<file path="src/verilog/rip_defines.svh">
`ifndef RIP_DEFINES_SVH
`define RIP_DEFINES_SVH

// instruction and immediate width
`define RIP_XLEN 32

// register file and csr addressing
`define RIP_REG_ADDR_WIDTH 5
`define RIP_CSR_ADDR_WIDTH 12

// entries per pipe buffer
`define RIP_FIFO_DEPTH 2

// one flag bit per entry of rip_type::inst_t
`define RIP_INST_WIDTH 62

// inst, rs1, rs2, rd, csr number, zimm, imm
`define RIP_DEC_WIDTH (`RIP_INST_WIDTH + 3 * `RIP_REG_ADDR_WIDTH + `RIP_CSR_ADDR_WIDTH + \
    `RIP_REG_ADDR_WIDTH + `RIP_XLEN)

`endif

</file>
<file path="src/verilog/rip_type.sv">
`include "rip_defines.svh"

package rip_type;

    // major opcodes
    localparam logic [6:0] OPC_LUI      = 7'b0110111;
    localparam logic [6:0] OPC_AUIPC    = 7'b0010111;
    localparam logic [6:0] OPC_JAL      = 7'b1101111;
    localparam logic [6:0] OPC_JALR     = 7'b1100111;
    localparam logic [6:0] OPC_BRANCH   = 7'b1100011;
    localparam logic [6:0] OPC_LOAD     = 7'b0000011;
    localparam logic [6:0] OPC_STORE    = 7'b0100011;
    localparam logic [6:0] OPC_OP_IMM   = 7'b0010011;
    localparam logic [6:0] OPC_OP       = 7'b0110011;
    localparam logic [6:0] OPC_MISC_MEM = 7'b0001111;
    localparam logic [6:0] OPC_SYSTEM   = 7'b1110011;
    localparam logic [6:0] OPC_CUSTOM0  = 7'b0001011;

    typedef struct packed {
        logic [6:0]                     funct7;
        logic [`RIP_REG_ADDR_WIDTH-1:0] rs2;
        logic [`RIP_REG_ADDR_WIDTH-1:0] rs1;
        logic [2:0]                     funct3;
        logic [`RIP_REG_ADDR_WIDTH-1:0] rd;
        logic [6:0]                     opcode;
    } r_view_t;

    // imm12 is the csr number, rs1 the zimm for csr forms
    typedef struct packed {
        logic [`RIP_CSR_ADDR_WIDTH-1:0] imm12;
        logic [`RIP_REG_ADDR_WIDTH-1:0] rs1;
        logic [2:0]                     funct3;
        logic [`RIP_REG_ADDR_WIDTH-1:0] rd;
        logic [6:0]                     opcode;
    } i_view_t;

    // also used for B format
    typedef struct packed {
        logic [6:0]                     imm_hi;
        logic [`RIP_REG_ADDR_WIDTH-1:0] rs2;
        logic [`RIP_REG_ADDR_WIDTH-1:0] rs1;
        logic [2:0]                     funct3;
        logic [4:0]                     imm_lo;
        logic [6:0]                     opcode;
    } s_view_t;

    // also used for J format
    typedef struct packed {
        logic [19:0]                    imm20;
        logic [`RIP_REG_ADDR_WIDTH-1:0] rd;
        logic [6:0]                     opcode;
    } u_view_t;

    typedef union packed {
        r_view_t r_view;
        i_view_t i_view;
        s_view_t s_view;
        u_view_t u_view;
    } inst_word_u;

    typedef struct packed {
        // RV32I
        logic LUI, AUIPC, JAL, JALR;
        logic BEQ, BNE, BLT, BGE, BLTU, BGEU;
        logic LB, LH, LW, LBU, LHU;
        logic SB, SH, SW;
        logic ADDI, SLTI, SLTIU, XORI, ORI, ANDI, SLLI, SRLI, SRAI;
        logic ADD, SUB, SLL, SLT, SLTU, XOR, SRL, SRA, OR, AND;
        logic FENCE, FENCE_I, ECALL, EBREAK, MRET;
        logic CSRRW, CSRRS, CSRRC, CSRRWI, CSRRSI, CSRRCI;
        // RV32M
        logic MUL, MULH, MULHSU, MULHU, DIV, DIVU, REM, REMU;
        // custom
        logic EXTX, EXT;
        // pipeline control
        logic ACCESS_MEM, UPDATE_REG, UPDATE_CSR, UPDATE_PC;
    } inst_t;

endpackage
</file>
<file path="src/verilog/rip_decode.sv">
`timescale 1ns/1ps
`include "rip_defines.svh"

module rip_decode (
    input  logic                           clk,
    input  logic                           rst_n,
    input  logic                           in_valid,
    output logic                           in_ready,
    input  rip_type::inst_word_u           in_inst,
    output logic                           out_valid,
    input  logic                           out_ready,
    output rip_type::inst_t                inst,
    output logic [`RIP_REG_ADDR_WIDTH-1:0] rs1_num,
    output logic [`RIP_REG_ADDR_WIDTH-1:0] rs2_num,
    output logic [`RIP_REG_ADDR_WIDTH-1:0] rd_num,
    output logic [`RIP_CSR_ADDR_WIDTH-1:0] csr_num,
    output logic [`RIP_REG_ADDR_WIDTH-1:0] csr_zimm,
    output logic [`RIP_XLEN-1:0]           imm
);

    import rip_type::*;

    logic [6:0]                     opcode;
    logic [2:0]                     funct3;
    logic [6:0]                     funct7;
    logic [`RIP_CSR_ADDR_WIDTH-1:0] funct12;
    logic r_type, i_type, s_type, b_type, u_type, j_type;
    logic csr_type, csr_i_type, shamt_form;
    logic [`RIP_REG_ADDR_WIDTH-1:0] next_rs1, next_rs2, next_rd, next_zimm;
    logic [`RIP_CSR_ADDR_WIDTH-1:0] next_csr;
    logic [`RIP_XLEN-1:0]           next_imm;
    inst_t                          next_inst;
    logic                           load;

    assign opcode  = in_inst.r_view.opcode;
    assign funct3  = in_inst.r_view.funct3;
    assign funct7  = in_inst.r_view.funct7;
    assign funct12 = in_inst.i_view.imm12;

    // format classes
    assign r_type = opcode == OPC_OP;
    assign i_type = opcode == OPC_LOAD || opcode == OPC_OP_IMM || opcode == OPC_JALR;
    assign s_type = opcode == OPC_STORE;
    assign b_type = opcode == OPC_BRANCH;
    assign u_type = opcode == OPC_LUI || opcode == OPC_AUIPC;
    assign j_type = opcode == OPC_JAL;
    assign csr_type   = opcode == OPC_SYSTEM && !funct3[2] && funct3[1:0] != 2'b00;
    assign csr_i_type = opcode == OPC_SYSTEM && funct3[2] && funct3[1:0] != 2'b00;
    // slli, srli, srai
    assign shamt_form = opcode == OPC_OP_IMM && funct3[1:0] == 2'b01;

    always_comb begin
        if (shamt_form) begin
            next_imm = {{(`RIP_XLEN - `RIP_REG_ADDR_WIDTH){1'b0}}, in_inst.r_view.rs2};
        end else if (i_type) begin
            next_imm = {{20{funct12[11]}}, funct12};
        end else if (s_type) begin
            next_imm = {{20{in_inst.s_view.imm_hi[6]}}, in_inst.s_view.imm_hi,
                        in_inst.s_view.imm_lo};
        end else if (b_type) begin
            next_imm = {{19{in_inst.s_view.imm_hi[6]}}, in_inst.s_view.imm_hi[6],
                        in_inst.s_view.imm_lo[0], in_inst.s_view.imm_hi[5:0],
                        in_inst.s_view.imm_lo[4:1], 1'b0};
        end else if (u_type) begin
            next_imm = {in_inst.u_view.imm20, 12'b0};
        end else if (j_type) begin
            next_imm = {{11{in_inst.u_view.imm20[19]}}, in_inst.u_view.imm20[19],
                        in_inst.u_view.imm20[7:0], in_inst.u_view.imm20[8],
                        in_inst.u_view.imm20[18:9], 1'b0};
        end else begin
            next_imm = '0;
        end
    end

    // only fields the format really has
    assign next_rd  = (r_type || i_type || u_type || j_type || csr_type || csr_i_type) ?
                      in_inst.r_view.rd : '0;
    assign next_rs1 = (r_type || i_type || s_type || b_type || csr_type) ?
                      in_inst.r_view.rs1 : '0;
    assign next_rs2 = (r_type || s_type || b_type) ? in_inst.r_view.rs2 : '0;
    assign next_csr  = (csr_type || csr_i_type) ? in_inst.i_view.imm12 : '0;
    assign next_zimm = csr_i_type ? in_inst.i_view.rs1 : '0;

    always_comb begin
        next_inst = '0;
        case (opcode)
            OPC_LUI:   next_inst.LUI   = 1'b1;
            OPC_AUIPC: next_inst.AUIPC = 1'b1;
            OPC_JAL:   next_inst.JAL   = 1'b1;
            OPC_JALR:  next_inst.JALR  = 1'b1;
            OPC_BRANCH: begin
                next_inst.BEQ  = funct3 == 3'b000;
                next_inst.BNE  = funct3 == 3'b001;
                next_inst.BLT  = funct3 == 3'b100;
                next_inst.BGE  = funct3 == 3'b101;
                next_inst.BLTU = funct3 == 3'b110;
                next_inst.BGEU = funct3 == 3'b111;
            end
            OPC_LOAD: begin
                next_inst.LB  = funct3 == 3'b000;
                next_inst.LH  = funct3 == 3'b001;
                next_inst.LW  = funct3 == 3'b010;
                next_inst.LBU = funct3 == 3'b100;
                next_inst.LHU = funct3 == 3'b101;
            end
            OPC_STORE: begin
                next_inst.SB = funct3 == 3'b000;
                next_inst.SH = funct3 == 3'b001;
                next_inst.SW = funct3 == 3'b010;
            end
            OPC_OP_IMM: begin
                next_inst.ADDI  = funct3 == 3'b000;
                next_inst.SLTI  = funct3 == 3'b010;
                next_inst.SLTIU = funct3 == 3'b011;
                next_inst.XORI  = funct3 == 3'b100;
                next_inst.ORI   = funct3 == 3'b110;
                next_inst.ANDI  = funct3 == 3'b111;
                next_inst.SLLI  = funct3 == 3'b001 && funct7 == 7'b0000000;
                next_inst.SRLI  = funct3 == 3'b101 && funct7 == 7'b0000000;
                next_inst.SRAI  = funct3 == 3'b101 && funct7 == 7'b0100000;
            end
            OPC_OP: begin
                if (funct7 == 7'b0000000) begin
                    next_inst.ADD  = funct3 == 3'b000;
                    next_inst.SLL  = funct3 == 3'b001;
                    next_inst.SLT  = funct3 == 3'b010;
                    next_inst.SLTU = funct3 == 3'b011;
                    next_inst.XOR  = funct3 == 3'b100;
                    next_inst.SRL  = funct3 == 3'b101;
                    next_inst.OR   = funct3 == 3'b110;
                    next_inst.AND  = funct3 == 3'b111;
                end
                if (funct7 == 7'b0100000) begin
                    next_inst.SUB = funct3 == 3'b000;
                    next_inst.SRA = funct3 == 3'b101;
                end
                // RV32M shares the OP opcode
                if (funct7 == 7'b0000001) begin
                    next_inst.MUL    = funct3 == 3'b000;
                    next_inst.MULH   = funct3 == 3'b001;
                    next_inst.MULHSU = funct3 == 3'b010;
                    next_inst.MULHU  = funct3 == 3'b011;
                    next_inst.DIV    = funct3 == 3'b100;
                    next_inst.DIVU   = funct3 == 3'b101;
                    next_inst.REM    = funct3 == 3'b110;
                    next_inst.REMU   = funct3 == 3'b111;
                end
            end
            OPC_MISC_MEM: begin
                next_inst.FENCE   = funct3 == 3'b000;
                next_inst.FENCE_I = funct3 == 3'b001;
            end
            OPC_SYSTEM: begin
                next_inst.ECALL  = funct3 == 3'b000 && funct12 == 12'h000;
                next_inst.EBREAK = funct3 == 3'b000 && funct12 == 12'h001;
                next_inst.MRET   = funct3 == 3'b000 && funct12 == 12'h302;
                next_inst.CSRRW  = funct3 == 3'b001;
                next_inst.CSRRS  = funct3 == 3'b010;
                next_inst.CSRRC  = funct3 == 3'b011;
                next_inst.CSRRWI = funct3 == 3'b101;
                next_inst.CSRRSI = funct3 == 3'b110;
                next_inst.CSRRCI = funct3 == 3'b111;
            end
            OPC_CUSTOM0: begin
                next_inst.EXTX = funct12 == 12'h000;
                next_inst.EXT  = funct12 == 12'h001;
            end
            default: ;
        endcase

        next_inst.ACCESS_MEM = opcode == OPC_LOAD || opcode == OPC_STORE;
        // writes to x0 are dropped
        next_inst.UPDATE_REG = next_rd != '0;
        next_inst.UPDATE_CSR = csr_type || csr_i_type;
        next_inst.UPDATE_PC  = j_type || b_type || opcode == OPC_JALR ||
                               next_inst.ECALL || next_inst.EBREAK || next_inst.MRET;
    end

    // single-entry stage register
    assign in_ready = !out_valid || out_ready;
    assign load     = in_valid && in_ready;

    always_ff @(posedge clk) begin
        if (!rst_n) begin
            out_valid <= 1'b0;
            inst      <= '0;
            rs1_num   <= '0;
            rs2_num   <= '0;
            rd_num    <= '0;
            csr_num   <= '0;
            csr_zimm  <= '0;
            imm       <= '0;
        end else if (load) begin
            out_valid <= 1'b1;
            inst      <= next_inst;
            rs1_num   <= next_rs1;
            rs2_num   <= next_rs2;
            rd_num    <= next_rd;
            csr_num   <= next_csr;
            csr_zimm  <= next_zimm;
            imm       <= next_imm;
        end else if (out_ready) begin
            out_valid <= 1'b0;
        end
    end

endmodule

</file>
<file path="src/verilog/rip_decode_top.sv">
`timescale 1ns/1ps
`include "rip_defines.svh"

module rip_decode_top (
    input  logic                           clk,
    input  logic                           rst_n,
    input  logic                           in_valid,
    output logic                           in_ready,
    input  logic [`RIP_XLEN-1:0]           in_inst,
    output logic                           out_valid,
    input  logic                           out_ready,
    output rip_type::inst_t                out_inst,
    output logic [`RIP_REG_ADDR_WIDTH-1:0] out_rs1_num,
    output logic [`RIP_REG_ADDR_WIDTH-1:0] out_rs2_num,
    output logic [`RIP_REG_ADDR_WIDTH-1:0] out_rd_num,
    output logic [`RIP_CSR_ADDR_WIDTH-1:0] out_csr_num,
    output logic [`RIP_REG_ADDR_WIDTH-1:0] out_csr_zimm,
    output logic [`RIP_XLEN-1:0]           out_imm
);

    import rip_type::*;

    logic                           fetch_valid;
    logic                           fetch_ready;
    logic [`RIP_XLEN-1:0]           fetch_inst;
    logic                           dec_valid;
    logic                           dec_ready;
    inst_t                          dec_inst;
    logic [`RIP_REG_ADDR_WIDTH-1:0] dec_rs1_num;
    logic [`RIP_REG_ADDR_WIDTH-1:0] dec_rs2_num;
    logic [`RIP_REG_ADDR_WIDTH-1:0] dec_rd_num;
    logic [`RIP_CSR_ADDR_WIDTH-1:0] dec_csr_num;
    logic [`RIP_REG_ADDR_WIDTH-1:0] dec_csr_zimm;
    logic [`RIP_XLEN-1:0]           dec_imm;
    logic [`RIP_DEC_WIDTH-1:0]      issue_wr_data;
    logic [`RIP_DEC_WIDTH-1:0]      issue_rd_data;

    rip_pipe_fifo #(
        .WIDTH (`RIP_XLEN),
        .DEPTH (`RIP_FIFO_DEPTH)
    ) u_fetch_buf (
        .clk      (clk),
        .rst_n    (rst_n),
        .wr_valid (in_valid),
        .wr_ready (in_ready),
        .wr_data  (in_inst),
        .rd_valid (fetch_valid),
        .rd_ready (fetch_ready),
        .rd_data  (fetch_inst)
    );

    rip_decode u_decode (
        .clk       (clk),
        .rst_n     (rst_n),
        .in_valid  (fetch_valid),
        .in_ready  (fetch_ready),
        .in_inst   (fetch_inst),
        .out_valid (dec_valid),
        .out_ready (dec_ready),
        .inst      (dec_inst),
        .rs1_num   (dec_rs1_num),
        .rs2_num   (dec_rs2_num),
        .rd_num    (dec_rd_num),
        .csr_num   (dec_csr_num),
        .csr_zimm  (dec_csr_zimm),
        .imm       (dec_imm)
    );

    // bundle packed in the same order it is unpacked
    assign issue_wr_data = {dec_inst, dec_rs1_num, dec_rs2_num, dec_rd_num,
                            dec_csr_num, dec_csr_zimm, dec_imm};

    rip_pipe_fifo #(
        .WIDTH (`RIP_DEC_WIDTH),
        .DEPTH (`RIP_FIFO_DEPTH)
    ) u_issue_buf (
        .clk      (clk),
        .rst_n    (rst_n),
        .wr_valid (dec_valid),
        .wr_ready (dec_ready),
        .wr_data  (issue_wr_data),
        .rd_valid (out_valid),
        .rd_ready (out_ready),
        .rd_data  (issue_rd_data)
    );

    assign {out_inst, out_rs1_num, out_rs2_num, out_rd_num,
            out_csr_num, out_csr_zimm, out_imm} = issue_rd_data;

endmodule

</file>
<file path="src/verilog/rip_pipe_fifo.sv">
`timescale 1ns/1ps

module rip_pipe_fifo #(
    parameter int WIDTH = 32,
    parameter int DEPTH = 2
) (
    input  logic             clk,
    input  logic             rst_n,
    input  logic             wr_valid,
    output logic             wr_ready,
    input  logic [WIDTH-1:0] wr_data,
    output logic             rd_valid,
    input  logic             rd_ready,
    output logic [WIDTH-1:0] rd_data
);

    localparam int PTR_W = (DEPTH > 1) ? $clog2(DEPTH) : 1;
    localparam int CNT_W = $clog2(DEPTH + 1);

    logic [WIDTH-1:0] mem [DEPTH];
    logic [PTR_W-1:0] wr_ptr;
    logic [PTR_W-1:0] rd_ptr;
    logic [CNT_W-1:0] count;
    logic             push;
    logic             pop;

    function automatic logic [PTR_W-1:0] next_ptr(input logic [PTR_W-1:0] ptr);
        if (ptr == PTR_W'(DEPTH - 1)) begin
            return '0;
        end
        return ptr + 1'b1;
    endfunction

    // full buffer still takes a word when one leaves this cycle
    assign wr_ready = (count != CNT_W'(DEPTH)) || rd_ready;
    assign rd_valid = count != '0;
    assign rd_data  = mem[rd_ptr];

    assign push = wr_valid && wr_ready;
    assign pop  = rd_valid && rd_ready;

    always_ff @(posedge clk) begin
        if (!rst_n) begin
            wr_ptr <= '0;
            rd_ptr <= '0;
            count  <= '0;
            for (int i = 0; i < DEPTH; i++) begin
                mem[i] <= '0;
            end
        end else begin
            if (push) begin
                mem[wr_ptr] <= wr_data;
                wr_ptr      <= next_ptr(wr_ptr);
            end
            if (pop) begin
                rd_ptr <= next_ptr(rd_ptr);
            end
            if (push && !pop) begin
                count <= count + 1'b1;
            end else if (pop && !push) begin
                count <= count - 1'b1;
            end
        end
    end

endmodule

</file>
<file path="config.mk">
export PLATFORM = sky130hd
export DESIGN_NAME = rip_decode_top
export DESIGN_NICKNAME = d
export VERILOG_FILES = /design/src/verilog/rip_type.sv /design/src/verilog/rip_decode.sv /design/src/verilog/rip_decode_top.sv /design/src/verilog/rip_pipe_fifo.sv
export VERILOG_INCLUDE_DIRS = /design/src /design/src/verilog
export SDC_FILE = /design/constraint.sdc
export NUM_CORES = 1
export LEC_CHECK = 0
export ABC_CLOCK_PERIOD_IN_PS = 6750
export BUFFER_PORTS_ARGS = -buffer_cell sky130_fd_sc_hd__buf_4
export CORE_MARGIN = 5
export CORE_UTILIZATION = 60
export CTS_BUF_LIST = sky130_fd_sc_hd__clkbuf_4 sky130_fd_sc_hd__clkbuf_8 sky130_fd_sc_hd__clkbuf_16
export CTS_CLUSTER_SIZE = 30
export DETAILED_ROUTE_END_ITERATION = 10
export GPL_ROUTABILITY_DRIVEN = 1
export PLACE_DENSITY = 0.86
export SYNTH_ARGS = -nofsm -noshare
export SYNTH_HDL_FRONTEND = slang
export SYNTH_SLANG_ARGS = --single-unit
</file>
<file path="constraint.sdc">
create_clock -name clk -period 6.75 [get_ports clk]
set_input_delay 0.675 -clock clk [delete_from_list [all_inputs] [get_ports clk]]
set_output_delay 0.675 -clock clk [all_outputs]
set_load 0.005 [all_outputs]
</file>
==> metrics.csv <==
metric;value;unit
Max Fanout on Critical Path;73;
Hold Crit Class;in2reg;
clk buf depth;3;
Max Cap Violations;0;
syn nets;1531;
CP arrival;2.99;ns
vias per cell;6.07;
max incr delay on CP;0.88;ns
total track usage;25.0;%
area leader, netlist;edfxtp_1;
fillers;2068;
Die Y;189;um
CTS buffer count;45;
Max Clock Freq;273;MHz
pwr dens;350;nW/um^2
CTS HTree Levels;2;
RSZ-0062 raised after global routing;no;
Crit path depth;3;
Resized cells post-CTS;0;
vias in the first global route;12400;
syn_area_per_cell;12.9;um^2
VDD IR max;224;uV
reg2reg path depth;6;
final wirelength;45700;um
area share of the largest cell type after synthesis;49.4;%
final hold violations;0;
ys async rst share;0;%
Post-Syn Area;19200;um^2
Core Region;31600;um^2
Die ar.;35700;um^2
final setup fails;0;
CTS tree;done;
critical path buffer and inverter count;2;
drt wl/cell;22.1;um
post-layout min period;3.66;ns
Synth area leaders;edfxtp_1 49%, dfxtp_1 14%, and2_1 10%, mux2_2 8.7%, a22oi_1 2.0%;
P&R area growth vs syn;15.9;%
EDFF count, synth;316;
post-synth cell types;67;
fin crit share;54.3;%
clk sink count;453;
leakage power;8.47;nW
first-pass GRT wire length;70500;um
Synth Instances;1493;
sequential area share after synthesis;63.7;%
worst-skew pair later-pin latency;0.54;ns
family with the most delay on the worst path;buffers and inverters;
Crit path top cell by count;buf_4;
initial antenna violation count;1;
Tot Pwr;7.78;mW
DP Wirelength;29300;um
row cnt;65;
io pins;164;
drt first-iter violations;1256;
worst clock skew;0.0124;ns
hold path depth;2;
Post-DRT Antenna Nets;0;
Tightest Pin Transition;1.30;ns
drt pass-1 iters;5;
starting density of the core;60.9;%
Port Buffers;163;
synthesized flop and latch total;453;
Worst slew margin;12.7;%
CP Launch Type;register;
slowest stage cell, crit path;buf_4;
layout cells sized above 1;25.9;%
count of hold-fix buffers inserted at cts;0;
# Post-CTS Setup Buffers;0;
vias post-DR;12500;
critical setup path kind;reg2out;
Cell Chain, Critical Path;buf_4 > mux2_2 > buf_4;
DRC;0;
critical path data required time;6.07;ns
Chip Width;189;um
Pins Over Slew Limit;0;
GRT overflow;0;
status;finished clean;
nets;1667;
Top FF cell, synth;edfxtp_1;
Clock Tree Root;clkbuf_16;
clock transition at the registers of the reported paths;0.07;ns
most frequent cells in the layout;316 x and2_1, 316 x edfxtp_1, 180 x buf_4;
Synth Warn #;0;
Final GP Congestion;0.908;
crit path capture type;output port;
post-route setup TNS;0;ns
post-route core utilization;70.5;%
largest net degree at the start of global routing;127;
antenna cell count;0;
## power by group
group,internal (mW),switching (mW),total (mW)
Clock,1.47,1.02,2.49
Combinational,0.808,1.04,1.85
Sequential,3.25,0.189,3.44
Total,5.53,2.25,7.78
## final timing paths
path	slack (ns)	endpoint	startpoint
hold / removal	0.42	u_fetch_buf.mem[1][29]$_SDFFCE_PN0P_	in_inst[29]
setup / recovery	3.09	out_inst[34]	register
setup reg to reg	3.31	u_decode.inst[12]$_SDFFE_PN0P_	register
hold reg to reg	0.47	u_decode.csr_num[1]$_SDFFE_PN0P_	u_decode.csr_num[1]$_SDFFE_PN0P_
## sequential cells by signal (all words and copies together) (netlist names), named ones only
register and cells:
u_issue_buf.rd_ptr 1, u_decode.rs2_num 5, u_fetch_buf.rd_ptr 1, u_decode.out_valid 1, u_decode.inst 62, u_fetch_buf.mem 64
u_fetch_buf.count 2, u_issue_buf.mem 252, u_issue_buf.wr_ptr 1, u_decode.csr_zimm 5, u_issue_buf.count 2, u_decode.rd_num 5
u_fetch_buf.wr_ptr 1, u_decode.imm 32, u_decode.csr_num 12, u_decode.rs1_num 5
## routing by layer
layer	GRT usage, %	routed length [um]	up-vias
li1	-	-	5706
met1	34.8	18800	6234
met2	40.9	22200	523
met3	4.70	3560	84
met4	7.03	1160	0
met5	0	0	-
## area by class of cell
cell class / instances / area, um^2 / share of cell area, %
tap: 402 / 503 / 2.26
clock buffer: 72 / 1440 / 6.48
sequential: 453 / 12200 / 55.0
inverter: 5 / 18.8 / 0.0843
timing repair buffer: 181 / 1360 / 6.09
multi-input combinational: 943 / 6630 / 29.8
clock inverter: 12 / 67.6 / 0.304
## Yosys cell counts (all sizes together), types with 5 or more instances
master / count
a21oi: 44
a22o: 21
a22oi: 51
a31oi: 17
a32oi: 9
and2: 316
and3: 5
and3b: 5
buf: 13
clkbuf: 79
dfxtp: 137
edfxtp: 316
inv: 5
mux2: 148
mux2i: 14
nand2: 55
nand2b: 11
nand3: 9
nand3b: 6
nand4: 7
nor2: 88
nor3: 14
nor3b: 8
nor4: 6
o2111ai: 11
o21ai: 30
or3: 7
xor2: 5
## cell families after synthesis
kind of cell | Yosys count | share of synthesized area [%]
compound gates | 212 | 7.65
simple gates | 560 | 16.9
mux | 162 | 9.41
xor+xnor | 7 | 0.319
fa+ha+maj | 2 | 0.130
buf+inv | 97 | 1.96
flops | 453 | 63.7
## through the flow
step / hold WS, ns / cells / cell area [um^2] / setup slack, ns
2_1_floorplan: 0.430 / 1493 / 19200 / 1.49
3_3_place_gp: 0.444 / 1983 / 20700 / 3.13
3_5_place_dp: 0.455 / 1983 / 20700 / 3.05
4_1_cts: 0.413 / 2067 / 22300 / 3.11
5_1_grt: 0.413 / 2068 / 22300 / 3.01
6_report: 0.419 / 2068 / 22300 / 3.09
## worst register-to-register path, cell delays in order, from the launching register on
cell	delay (ns)
dfxtp_2	0.82
buf_4	0.57
mux2i_1	0.47
o211ai_1	0.48
nor4b_4	0.64
a22oi_1	0.19
nor2_1	0.19
(Power assumes the default switching activity.)
